--- src/rtl/nn_pkg.sv ---
// Signed Q7.8 fixed point for the whole network, 16-bit words
// Additions and subtractions wrap at 16 bits, no saturation anywhere
// fx_mul truncates, so products round toward minus infinity
// Layer-1 weight j*N_IN + i connects input i to hidden neuron j
package nn_pkg;

	// ==========================================================================
	// Word formats
	// ==========================================================================
	localparam int FX_W      = 16;
	localparam int FX_FRAC   = 8;
	localparam int FX_WIDE_W = 2 * FX_W;

	// Network sizes
	localparam int N_IN  = 4;
	localparam int N_HID = 3;
	localparam int N_W1  = N_IN * N_HID;

	// Wide enough to address any layer-1 weight
	localparam int IDX_W = $clog2(N_W1);

	typedef logic signed [FX_W-1:0]      fx_t;
	typedef logic signed [FX_WIDE_W-1:0] fx_wide_t;

	// Element 0 sits in the low bits
	typedef fx_t [N_W1-1:0]  w1_vec_t;
	typedef fx_t [N_HID-1:0] w2_vec_t;
	typedef fx_t [N_HID-1:0] hid_vec_t;
	typedef fx_t [N_IN-1:0]  in_vec_t;

	// ==========================================================================
	// Fixed-point multiply
	// ==========================================================================
	// Full 32-bit product, then drop the extra fraction bits
	function automatic fx_t fx_mul(input fx_t a, input fx_t b);
		fx_wide_t prod;
		prod = fx_wide_t'(a) * fx_wide_t'(b);
		// Arithmetic shift keeps the sign
		prod = prod >>> FX_FRAC;
		return prod[FX_W-1:0];
	endfunction

endpackage
--- src/rtl/nn_weight_bank.sv ---
// All fifteen weights as registers, cleared to zero by reset
// A load writes one word; an update subtracts every correction at once
// Subtraction wraps at 16 bits
`timescale 1ns/10ps

module nn_weight_bank (
	input  logic                        clk,
	input  logic                        rst_n,
	input  logic                        wr_en,
	input  logic                        wr_layer2,
	input  logic [nn_pkg::IDX_W-1:0]    wr_idx,
	input  nn_pkg::fx_t                 wr_data,
	input  logic                        upd_en,
	input  nn_pkg::w1_vec_t             w1_corr,
	input  nn_pkg::w2_vec_t             w2_corr,
	output nn_pkg::w1_vec_t             w1,
	output nn_pkg::w2_vec_t             w2
);
	import nn_pkg::*;

	// ==========================================================================
	// Layer-1 weights
	// ==========================================================================
	always_ff @(posedge clk or negedge rst_n)
	begin
		if (!rst_n)
			w1 <= '0;
		else if (wr_en)
		begin
			// Single word from the serial load
			for (int k = 0; k < N_W1; k++)
			begin
				if (!wr_layer2 && wr_idx == IDX_W'(k))
					w1[k] <= wr_data;
			end
		end
		else if (upd_en)
		begin
			// Gradient step on every weight
			for (int k = 0; k < N_W1; k++)
				w1[k] <= w1[k] - w1_corr[k];
		end
	end

	// ==========================================================================
	// Layer-2 weights
	// ==========================================================================
	always_ff @(posedge clk or negedge rst_n)
	begin
		if (!rst_n)
			w2 <= '0;
		else if (wr_en)
		begin
			for (int j = 0; j < N_HID; j++)
			begin
				if (wr_layer2 && wr_idx == IDX_W'(j))
					w2[j] <= wr_data;
			end
		end
		else if (upd_en)
		begin
			for (int j = 0; j < N_HID; j++)
				w2[j] <= w2[j] - w2_corr[j];
		end
	end

	// Loads happen only while idle, so they never meet an update
	a_wr_upd_excl: assert property (@(posedge clk) disable iff (!rst_n)
		!(wr_en && upd_en))
		else $error("weight load collides with update");

endmodule

--- config.mk ---
export PLATFORM = sky130hd
export DESIGN_NAME = nn_weight_bank
export DESIGN_NICKNAME = d
export VERILOG_FILES = /design/src/rtl/nn_pkg.sv /design/src/rtl/nn_weight_bank.sv
export SDC_FILE = /design/constraint.sdc
export NUM_CORES = 1
export LEC_CHECK = 0
export BUFFER_PORTS_ARGS = -buffer_cell sky130_fd_sc_hd__buf_4
export CAP_MARGIN = 0
export CORE_UTILIZATION = 55
export DETAILED_ROUTE_END_ITERATION = 8
export GPL_TIMING_DRIVEN = 0
export HOLD_SLACK_MARGIN = 0.12
export PLACE_DENSITY = 0.9
export SYNTH_ARGS = -nofsm -noshare
export SYNTH_HDL_FRONTEND = slang
export SYNTH_SLANG_ARGS = --single-unit
--- constraint.sdc ---
create_clock -name clk -period 3.1 [get_ports clk]
set_clock_uncertainty 0.15 [all_clocks]
set_input_delay 0.31 -clock clk [delete_from_list [all_inputs] [get_ports clk]]
set_output_delay 0.31 -clock clk [all_outputs]
set_load 0.03 [all_outputs]
==> results.ini <==
[run_status]
status=finished, violations left
violations=capacitance limit, slew limit

[timing]
period_share=0.999
holdWs_ns=0.133
fin_crit_ns=3.10
setup_violations=0
clock.fmax_mhz=323
slew_viol_final=33
finalHoldViolations=0
worst_slew_pin_slew_ns=1.56
max-slew-margin-rel=-0.0370

[setup_path]
r2r_slack_ns=0.002
r2r-start=w1[64]
crit_arrival_ns=3.35
cp-startpoint=w1[64]
cp.required_ns=3.35
worstReg2RegEnd=w1[78]
r2r_cells=12
crit_fanout=3
start_kind=flip-flop
crit_type=reg -> reg
cp-end-kind=flip-flop

[clock_network]
cts_made_buffers=30
tritoncts=done
htree_levels=1
cts_buffer_depth=3
cts_root_buf=clkbuf_16
clkTransAtPathRegs_ns=0.06
clk_latency_ns=0.59
cts.sinks=240

[floorplan]
ios=505
die_w_um=197
row_count=70
initial_core_util=0.564
die_y_um=197
dieArea_mm2=0.0387
core-area_mm2=0.0370

[global_route]
grt_pass1_wl_um=130000
grt_remaining_overflow=0
grt_max_degree=104
grt_usage=0.442
grt_pass1_vias=22400
antenna_found_initial=7

[logic_synthesis]
ys_ff_latch=240
async_flop_share=1.00
seq_area_frac_synth=0.288
netlist.area_leader.share=0.288
synthTopCellsByArea=dfrtp_1 (29%), ha_1 (13%), o21a_1 (5.8%)
synth_edf_count=0
ys_warn_count=0
yosysTopAreaCell=dfrtp_1
netlist_area_mm2=0.0209
syn_avg_cell_area_um2=8.44
synth_cells=2471
synthTopCellsByCount=inv_1 (278), dfrtp_1 (240), ha_1 (225), a21oi_1 (166), o21ai_0 (163)
synthesis.nets=2976
synth-main-ff-cell=dfrtp_1
yosysMostFrequentCell=inv_1
ys_types=73

[drt]
ant_nets=0
wirelength_um=87500
drc=0
wl_per_cell_um=24.3
first_pass_iters=6
drt_iter0_markers=2021
vias=22900
viasPerCell=6.37

[cells_and_area]
seqCellArea_mm2=0.00601
areaGrowthSynthToFinish_pct=30.4
nets=3566
multiInputGateArea_mm2=0.0136
fin_util=0.736
drive_gt1_frac=0.204
nFillCells=2847

[pwr]
p_sw_frac=0.465
power_switching_w=0.0105
p_int_w=0.0121
ir_drop_uv=586
powerDensity_mw_per_mm2=832
seq_power_share=0.229
comb_power_share=0.586
pwr-share-clk=0.185
p_leak_nw=13.0

[flow_run]
cap_violations=3

[worst_hold_path]
hp-class=in -> async

[placement]
place_hpwl_um=64300
portBuffers=504
place.gp.congestion=1.02

==> critical path, cell delays in order, from the launching register on <==
cell and delay [ns]:
dfrtp_1 0.40, inv_2 0.09, ha_4 0.14, fa_2 0.22, nor2b_4 0.05, o31a_1 0.31, a221o_1 0.37, a31o_1 0.21
a211o_1 0.34, a21o_1 0.18, a21oi_2 0.16, xor2_1 0.16, o221ai_1 0.12
==> how the worst max path moves through the flow <==
| stage | to | slack (ns) | cells past startpoint |
|---|---|---|---|
| floorplan | w2[30] | 0.04 | 12 |
| global placement | w1[117] | -0.55 | 1 |
| detailed placement | w2[30] | -0.48 | 12 |
| CTS | w1[14] | 0.002 | 12 |
| global route | w1[78] | -0.02 | 12 |
| finish | w1[78] | 0.002 | 12 |
==> registers in the layout, summed over array words and instances, names as in the netlist <==
signal and cells:
w1 192, w2 48
==> logic make-up (layout without fill, tap and decap cells) <==
| family | after synthesis | in the layout | share of synthesized area |
|---|---|---|---|
| AO/OA/AOI/OAI | 910 | 910 | 0.295 |
| XOR/XNOR | 159 | 159 | 0.0668 |
| adder cells (fa/ha/maj) | 240 | 240 | 0.149 |
| buffers and inverters | 371 | 985 | 0.0668 |
| flip-flops | 240 | 240 | 0.288 |
| multiplexers | 12 | 12 | 0.00594 |
| other | 0 | 6 | 0 |
| AND/OR/NAND/NOR | 539 | 539 | 0.128 |
==> area by class of cell <==
class | count | area share
well taps | 504 | 0.0232
inverters | 278 | 0.0384
multi-input cells | 1860 | 0.502
clock inverters | 21 | 0.0121
clock buffers | 35 | 0.0306
flip-flops and latches | 240 | 0.221
repair buffers | 558 | 0.160
plain buffers | 93 | 0.0128
diodes | 6 | 0.000552
==> power by group through the flow <==
stage / clock [W] / sequential, W / combinational, W
global placement: 0 / 0.00512 / 0.0123
floorplan: 0 / 0.00673 / 0.00689
detailed placement: 0 / 0.00515 / 0.0126
CTS: 0.00417 / 0.00512 / 0.0128
finish: 0.00419 / 0.00518 / 0.0133
global route: 0.00430 / 0.00526 / 0.0142
==> timing repair <==
action                                  in CTS  in global routing
pin swaps                                    3                 14
resized for setup                           10                 42
buffers inserted                             3                  5
endpoints found under the setup margin       6                 25
hold buffers                                44                  0
hold endpoints to repair                   179                  0
==> cells in the final DEF (no fill, tap or decap), types with 41 or more instances in the layout <==
cell and n:
a21o_1 71, a21oi_1 164, buf_4 511, clkbuf_1 90, dfrtp_1 239, dlygate4sd3_1 44
ha_1 222, inv_1 277, nand2_1 142, nand2b_1 57, nor2_1 133, nor2b_1 58
o211ai_1 100, o21a_1 161, o21ai_0 154, o221ai_1 41, xnor2_1 77, xor2_1 78
==> metrics by stage <==
| stage | power (W) | TNS, ns | setup WS (ns) | std cells | area, um^2 |
|---|---|---|---|---|---|
| final | 0.0226 | 0 | 0.00168 | 3595 | 27200 |
| after global routing | 0.0237 | -0.0447 | -0.0240 | 3592 | 27200 |
| after CTS | 0.0221 | 0 | 0.00238 | 3584 | 27000 |
| after detailed placement | 0.0178 | -2.95 | -0.480 | 3481 | 25300 |
| after global placement | 0.0174 | -122.09 | -0.546 | 3479 | 25300 |
| after floorplan | 0.0136 | 0 | 0.0425 | 2471 | 20900 |
==> metal layers <==
metal	GRT usage	up-vias	wire length, um
met5	0	-	13
met4	0.331	2	7400
met3	0.102	424	9980
met2	0.678	1463	38200
met1	0.543	10900	32000
li1	-	10100	-
Note: power is estimated with default switching activity, not from simulation.
