===== src/rtl/nn_pkg.sv =====
// Signed Q7.8 fixed point for the whole network, 16-bit words
// Additions and subtractions wrap at 16 bits, no saturation anywhere
// fx_mul truncates, so products round toward minus infinity
// Layer-1 weight j*N_IN + i connects input i to hidden neuron j
package nn_pkg;

	// ==========================================================================
	// Word formats
	// ==========================================================================
	localparam int FX_W      = 16;
	localparam int FX_FRAC   = 8;
	localparam int FX_WIDE_W = 2 * FX_W;

	// Network sizes
	localparam int N_IN  = 4;
	localparam int N_HID = 3;
	localparam int N_W1  = N_IN * N_HID;

	// Wide enough to address any layer-1 weight
	localparam int IDX_W = $clog2(N_W1);

	typedef logic signed [FX_W-1:0]      fx_t;
	typedef logic signed [FX_WIDE_W-1:0] fx_wide_t;

	// Element 0 sits in the low bits
	typedef fx_t [N_W1-1:0]  w1_vec_t;
	typedef fx_t [N_HID-1:0] w2_vec_t;
	typedef fx_t [N_HID-1:0] hid_vec_t;
	typedef fx_t [N_IN-1:0]  in_vec_t;

	// ==========================================================================
	// Fixed-point multiply
	// ==========================================================================
	// Full 32-bit product, then drop the extra fraction bits
	function automatic fx_t fx_mul(input fx_t a, input fx_t b);
		fx_wide_t prod;
		prod = fx_wide_t'(a) * fx_wide_t'(b);
		// Arithmetic shift keeps the sign
		prod = prod >>> FX_FRAC;
		return prod[FX_W-1:0];
	endfunction

endpackage

===== src/rtl/nn_sample_collector.sv =====
// Beat counters restart whenever their strobe drops
// Data is four beats; the target beat is no earlier than the last one
// After the target beat all strobes must stay low for nine cycles
// Weight beats leave as write requests one cycle later
`timescale 1ns/10ps

module nn_sample_collector (
	input  logic                        clk,
	input  logic                        rst_n,
	input  logic                        in_valid_d,
	input  logic                        in_valid_t,
	input  logic                        in_valid_w1,
	input  logic                        in_valid_w2,
	input  nn_pkg::fx_t                 data_point,
	input  nn_pkg::fx_t                 target_in,
	input  nn_pkg::fx_t                 weight1,
	input  nn_pkg::fx_t                 weight2,
	output nn_pkg::in_vec_t             sample,
	output nn_pkg::fx_t                 target,
	output logic                        go,
	output logic                        wr_en,
	output logic                        wr_layer2,
	output logic [nn_pkg::IDX_W-1:0]    wr_idx,
	output nn_pkg::fx_t                 wr_data
);
	import nn_pkg::*;

	localparam int D_CNT_W  = $clog2(N_IN);
	localparam int W2_CNT_W = $clog2(N_HID);
	// Forward pass plus update, target beat to first free cycle
	localparam logic [3:0] BUSY_CYCLES = 4'd9;

	logic [D_CNT_W-1:0]  d_cnt;
	logic [IDX_W-1:0]    w1_cnt;
	logic [W2_CNT_W-1:0] w2_cnt;
	logic [3:0]          busy_cnt;

	// ==========================================================================
	// Beat counters
	// ==========================================================================
	always_ff @(posedge clk or negedge rst_n)
	begin
		if (!rst_n)
		begin
			d_cnt  <= '0;
			w1_cnt <= '0;
			w2_cnt <= '0;
		end
		else
		begin
			d_cnt  <= in_valid_d  ? d_cnt + D_CNT_W'(1)   : '0;
			w1_cnt <= in_valid_w1 ? w1_cnt + IDX_W'(1)    : '0;
			w2_cnt <= in_valid_w2 ? w2_cnt + W2_CNT_W'(1) : '0;
		end
	end

	// Sample storage, held until the next sample arrives
	always_ff @(posedge clk)
	begin
		if (in_valid_d)
			sample[d_cnt] <= data_point;
		if (in_valid_t)
			target <= target_in;
	end

	// Loaded on the target beat, counts the busy window down
	always_ff @(posedge clk or negedge rst_n)
	begin
		if (!rst_n)
			busy_cnt <= '0;
		else if (in_valid_t)
			busy_cnt <= BUSY_CYCLES;
		else if (busy_cnt != '0)
			busy_cnt <= busy_cnt - 4'd1;
	end

	// First cycle of the window is the start pulse
	assign go = (busy_cnt == BUSY_CYCLES);

	// ==========================================================================
	// Weight write requests
	// ==========================================================================
	always_ff @(posedge clk or negedge rst_n)
	begin
		if (!rst_n)
		begin
			wr_en     <= 1'b0;
			wr_layer2 <= 1'b0;
		end
		else
		begin
			wr_en     <= in_valid_w1 | in_valid_w2;
			wr_layer2 <= in_valid_w2;
		end
	end

	always_ff @(posedge clk)
	begin
		wr_idx  <= in_valid_w2 ? IDX_W'(w2_cnt) : w1_cnt;
		wr_data <= in_valid_w2 ? weight2 : weight1;
	end

	// Target may share a cycle with the last data beat, nothing else may
	a_no_overlap: assert property (@(posedge clk) disable iff (!rst_n)
		$onehot0({in_valid_d | in_valid_t, in_valid_w1, in_valid_w2}))
		else $error("input streams overlap");

	// No new beat while the forward pass and update are still running
	a_spacing: assert property (@(posedge clk) disable iff (!rst_n)
		(busy_cnt != '0) |-> !(in_valid_d | in_valid_t | in_valid_w1 | in_valid_w2))
		else $error("input beat inside the busy window");

endmodule


===== config.mk =====
export PLATFORM = sky130hd
export DESIGN_NAME = nn_sample_collector
export DESIGN_NICKNAME = d
export VERILOG_FILES = /design/src/rtl/nn_pkg.sv /design/src/rtl/nn_sample_collector.sv
export SDC_FILE = /design/constraint.sdc
export NUM_CORES = 1
export LEC_CHECK = 0
export ABC_AREA = 0
export CORE_MARGIN = 2
export CORE_UTILIZATION = 55
export DETAILED_ROUTE_END_ITERATION = 10
export DONT_BUFFER_PORTS = 1
export PLACE_DENSITY = 0.73
export SLEW_MARGIN = 25
export SYNTH_ARGS = -nofsm -noshare
export SYNTH_HDL_FRONTEND = slang
export SYNTH_SLANG_ARGS = --single-unit

===== constraint.sdc =====
create_clock -name clk -period 1.5 [get_ports clk]
set_input_delay 0.15 -clock clk [delete_from_list [all_inputs] [get_ports clk]]
set_output_delay 0.15 -clock clk [all_outputs]
set_load 0.03 [all_outputs]

==> flow_summary.toml, run 1 <==
[outcome]
status = "complete, but fails checks"
violations = "negative setup slack"

[place]
post_dp_cell_area_mm2 = 0.00386
port_buffers = 0
hpwl_um = 4450
gp_congestion = 0.725
dp_slack_ns = -0.0556

[routing]
drt-vias-per-instance = 5.52
ant_nets = 0
wl_um = 8070
drtPass1Iterations = 4
drtIter0Drc = 170
drc = 0
via_count = 2002
wl_per_cell_um = 22.2

[setup_path]
crit_arrival_ns = 1.37
worst_setup_path_end_kind = "output port"
startpoint_type = "flip-flop"
required_ns = 1.35
worstPathMaxFanout = 4
critical_path_class = "flip-flop to output port"

[power_and_ir_drop]
p_per_area_mw_per_mm2 = 1640
peakVddDrop_mv = 1.02
p_leak_uw = 0.00197

[timing]
fin_crit_sh_pct = 101
fin_skew_ns = 0.00926
rsz0062_at_grt = "yes"
hold_viol_final = 0
tns_ns = -0.0224
max_freq_mhz = 657
setup_ws_ns = -0.0224
post-route-min-period_ns = 1.52
worstMarginPinSlew_ns = 0.939
max_slew_margin_pct = 37.2
setup_viol = 1
drv_slew = 0

[yosys]
netlist_instances = 180
synth_edf_count = 80
ys_seq_area_share_pct = 84.9
synthesis.area_mm2 = 0.00371
async_reset_ff_share_pct = 12.3
ys_ff_latch = 114
syn-num-nets = 257
synth_top_cell_by_area = "edfxtp_1"
ys_warn_count = 0
synth_area_per_cell_um2 = 20.6
yosys-top-cells-area = "edfxtp_1 (65%), dfxtp_1 (11%), dfrtp_1 (9.4%)"
yosysTopAreaCellShare_pct = 64.7
synth_flop_cell = "edfxtp_1"
yosysUniqueCellTypes = 23

[clock_network]
cts_buffers = 17
clkSinkCount = 114
clk_path_buf_depth = 2
h-tree-depth = 4
cts_tree = "built"
clkTransAtPathRegs_ns = 0.06
insertion_delay_ns = 0.50
cts_root_buf = "clkbuf_8"

[grt]
grt_max_degree = 25
grt_first_pass_wirelength_um = 11800
antenna_found_initial = 0
gr-total-overflow = 0
grt_use_total_pct = 22.6
grt_pass1_vias = 2152

[final_layout]
mostFrequentLayoutCells = "edfxtp_1 (80), dlygate4sd3_1 (69), dfxtp_1 (20), mux2_2 (19), clkbuf_16 (16)"
n_antenna_cell = 0
fillers = 292
layout_commonest_cell = "edfxtp_1"
fin_nets = 350
drive_above_1_share_pct = 22.0
area_growth_pct = 40.5
design_area_mm2 = 0.00522

[hold_path]
hp-class = "primary input to async pin"

[floorplan]
io_pins = 173
fp.dieW_um = 86.2
rows = 29
die_h_um = 86.2
core-area_mm2 = 0.00642
initial_utilization_pct = 57.8
die_area_mm2 = 0.00742

[flow_run]
maxCapViolations = 0
## where the power goes
| group | leakage [µW] | internal, µW | switching (µW) | total, µW |
|---|---|---|---|---|
| Sequential | 0.00109 | 3580 | 389 | 3970 |
| Clock | 0.000306 | 2710 | 1400 | 4110 |
| Combinational | 0.000579 | 257 | 208 | 465 |
| Total | 0.00197 | 6550 | 1990 | 8550 |
## routing by layer
layer	GRT usage, %	share of wire (%)	wire (µm)	vias up
li1	-	-	-	857
met1	21.9	32	2620	973
met2	40.6	55	4430	155
met3	9.62	10	818	17
met4	11.4	2.5	202	0
met5	0	0	0	-
## cells in the mapped netlist (2+ instances only)
master    count
buf_4         2
dfrtp_1      14
xor2_1        2
mux2i_1       2
nor2b_1       7
nor2_1        3
and2_1        8
ha_1          7
edfxtp_1     80
dfxtp_1      20
mux2_2       19
inv_1         4
nand2b_1      2
## flip-flops by register name, indices dropped and copies added (netlist names)
register and count:
d_cnt 2, target 16, w1_cnt 4, wr_idx 4, wr_data 16, busy_cnt 4, w2_cnt 2, wr_en 1
wr_layer2 1, sample 64
## final timing paths
kind	cells after the start	slack [ns]	to	startpoint
worst min register to register	1	0.48	w2_cnt[0]	w2_cnt[0]
max in group asynchronous	1	0.98	d_cnt[0]	rst_n
worst max-delay path	2	-0.02	go	busy_cnt[0]
worst min-delay path	1	0.11	w1_cnt[3]	rst_n
min in group clk	2	0.11	sample[17]	in_valid_d
worst max register to register	4	0.05	busy_cnt[1]	busy_cnt[0]
## layout make-up
cell class / count / area, µm² / share of cell area (%)
flip-flops and latches: 114 / 3150 / 60.4
repair buffers: 76 / 781 / 15.0
multi-input cells: 60 / 552 / 10.6
clock buffers: 17 / 414 / 7.94
clock inverters: 15 / 206 / 3.96
well taps: 77 / 96.3 / 1.85
inverters: 4 / 15.0 / 0.288
## stage by stage
| stage | std cells | hold WS (ns) | total power, µW | utilization, % |
|---|---|---|---|---|
| 2_1_floorplan | 180 | -0.146 | 4170 | - |
| 3_3_place_gp | 259 | -0.145 | 4230 | 60.1 |
| 3_5_place_dp | 259 | -0.145 | 4270 | 60.1 |
| 4_1_cts | 362 | 0.0851 | 8540 | 80.8 |
| 5_1_grt | 363 | 0.106 | 8810 | 81.2 |
| 6_report | 363 | 0.110 | 8550 | 81.2 |
## critical path, stage by stage (launching register included)
cell	delay (ns)
dfrtp_1	0.43
ha_4	0.18
and3b_2	0.27
## cell families after synthesis
group,synth area share [%]
multiplexers,6.30
XOR/XNOR,0.472
buffers and inverters,0.809
adder cells (fa/ha/maj),2.36
flip-flops,84.9
AND/OR/NAND/NOR,4.52
AO/OA/AOI/OAI,0.607
## timing repair
action / CTS / global route
endpoints found under the hold margin: 144 / 0
hold buffers: 69 / 0
resized for setup: 1 / 5
endpoints found under the setup margin: 17 / 2
cloned: 0 / 0
setup buffers: 2 / 1
(Power assumes the default switching activity.)
==> run 2: changes to the inputs <==
--- a/config.mk
+++ b/config.mk
@@ -11,6 +11,7 @@
 export DETAILED_ROUTE_END_ITERATION = 10
 export DONT_BUFFER_PORTS = 1
 export PLACE_DENSITY = 0.73
+export RECOVER_POWER = 25
 export SLEW_MARGIN = 25
 export SYNTH_ARGS = -nofsm -noshare
 export SYNTH_HDL_FRONTEND = slang
==> constraint.sdc (replaced) <==
create_clock -name clk -period 1.5 [get_ports clk]
set_input_delay 0.3 -clock clk [delete_from_list [all_inputs] [get_ports clk]]
set_output_delay 0.3 -clock clk [all_outputs]
set_load 0.03 [all_outputs]
==> flow_summary.toml, run 2 (same netlist as run 1, synthesis figures left out) <==
[floorplan]
core-area_mm2 = 0.00642
io_pins = 173
rows = 29
die_h_um = 86.2
fp.dieW_um = 86.2
die_area_mm2 = 0.00742
initial_utilization_pct = 57.8

[final_layout]
final_util_pct = 81.6
reg.largest.list = "sample: 64 flops, target: 16 flops, wr_data: 16 flops"
drive_above_1_share_pct = 22.6
n_antenna_cell = 0
layout_commonest_cell = "edfxtp_1"
largest_reg_flops = 64
fin_nets = 352
finalNonFillerCells = 365
design_area_mm2 = 0.00524
area_growth_pct = 41.3
mostFrequentLayoutCells = "edfxtp_1 (80), dlygate4sd3_1 (68), dfxtp_1 (20), mux2_2 (19), clkbuf_16 (16)"
top_register = "sample"

[setup_path]
critical_path_class = "flip-flop to output port"
cp_num_buf_inv = 1
worstPathMaxFanout = 2
startpoint_type = "flip-flop"
required_ns = 1.20
worst_setup_path_end_kind = "output port"
slowest_stage = "dfrtp_1"
worstPathCellList = "inv_2, ha_4, and3b_2"
crit_arrival_ns = 1.37
critPathMaxStageDelay_ns = 0.39
path_delay_family = "flip-flops"

[clock_network]
clk_path_buf_depth = 2
cts_buffers = 17
cts_root_buf = "clkbuf_8"
cts_tree = "built"
h-tree-depth = 4
clkTransAtPathRegs_ns = 0.06
clkSinkCount = 114
insertion_delay_ns = 0.49

[timing]
worstMarginPinSlew_ns = 0.940
setup_ws_ns = -0.167
rsz0062_at_grt = "yes"
max_freq_mhz = 600
fin_crit_sh_pct = 111
drv_slew = 0
hold_viol_final = 0
fin_skew_ns = 0.00816
post-route-min-period_ns = 1.67
max_slew_margin_pct = 37.3
setup_viol = 1

[power_and_ir_drop]
p_per_area_mw_per_mm2 = 1640
p_leak_uw = 0.00198
peakVddDrop_mv = 0.984
post-layout-total-power_uw = 8600

[routing]
drc = 0
drtPass1Iterations = 4
wl_per_cell_um = 22.6
ant_nets = 0
drt-vias-per-instance = 5.46
via_count = 1992
wl_um = 8270
drtIter0Drc = 144

[grt]
grt_pass1_vias = 2216
grt_max_degree = 25
gr-total-overflow = 0
grt_use_total_pct = 23.0
grt_first_pass_wirelength_um = 12100
antenna_found_initial = 0

[place]
place_inst = 259
post_dp_cell_area_mm2 = 0.00386
gp_congestion = 0.724
hpwl_um = 4360
port_buffers = 0
dp_slack_ns = -0.0212

[flow_run]
maxCapViolations = 0

[hold_path]
hp-class = "primary input to flip-flop"

[outcome]
status = "complete, but fails checks"
violations = "negative setup slack"
-- run 2: repair_timing --
action	in CTS	in global routing
hold buffers	69	0
resized for setup	7	1
pin swaps	1	0
setup buffers	3	2
endpoints found under the hold margin	143	0
setup endpoints to repair	17	20
-- run 2: worst paths after layout --
path	from	endpoint	slack, ns	cells past startpoint
hold reg to reg	w2_cnt[0]	w2_cnt[0]	0.50	1
setup reg to reg	busy_cnt[0]	busy_cnt[1]	0.03	5
min in group asynchronous	rst_n	w1_cnt[3]	0.27	1
hold / removal	in_valid_t	busy_cnt[1]	0.06	2
max in group asynchronous	rst_n	d_cnt[0]	0.82	1
setup / recovery	busy_cnt[1]	go	-0.17	3
-- run 2: layer usage --
layer  up-vias  global-route usage (%)  part of all wire, %
met1       970                    23.4                   34
li1        861                       -                    -
met5         -                       0                    0
met2       145                    40.3                   53
met4         0                    9.96                  1.5
met3        16                    10.7                   11
-- run 2: report_power, final --
group / total, µW / internal [µW] / switching, µW / leakage, µW
Combinational: 492 / 275 / 217 / 0.000599
Clock: 4140 / 2710 / 1430 / 0.000297
Sequential: 3970 / 3580 / 384 / 0.00109
-- run 2: final cells by class --
class                   count  area (µm²)
clock buffers              17         414
well taps                  77        96.3
clock inverters            15         205
repair buffers             78         798
fillers                   286        1180
inverters                   4        15.0
flip-flops and latches    114        3150
multi-input cells          60         562
-- run 2: stage by stage --
step | setup TNS, ns | hold slack, ns
2_1_floorplan | 0 | 0.00441
3_3_place_gp | 0 | 0.00481
3_5_place_dp | -0.325 | 0.00486
4_1_cts | -0.174 | 0.0447
5_1_grt | -0.246 | 0.0531
6_report | -0.167 | 0.0626
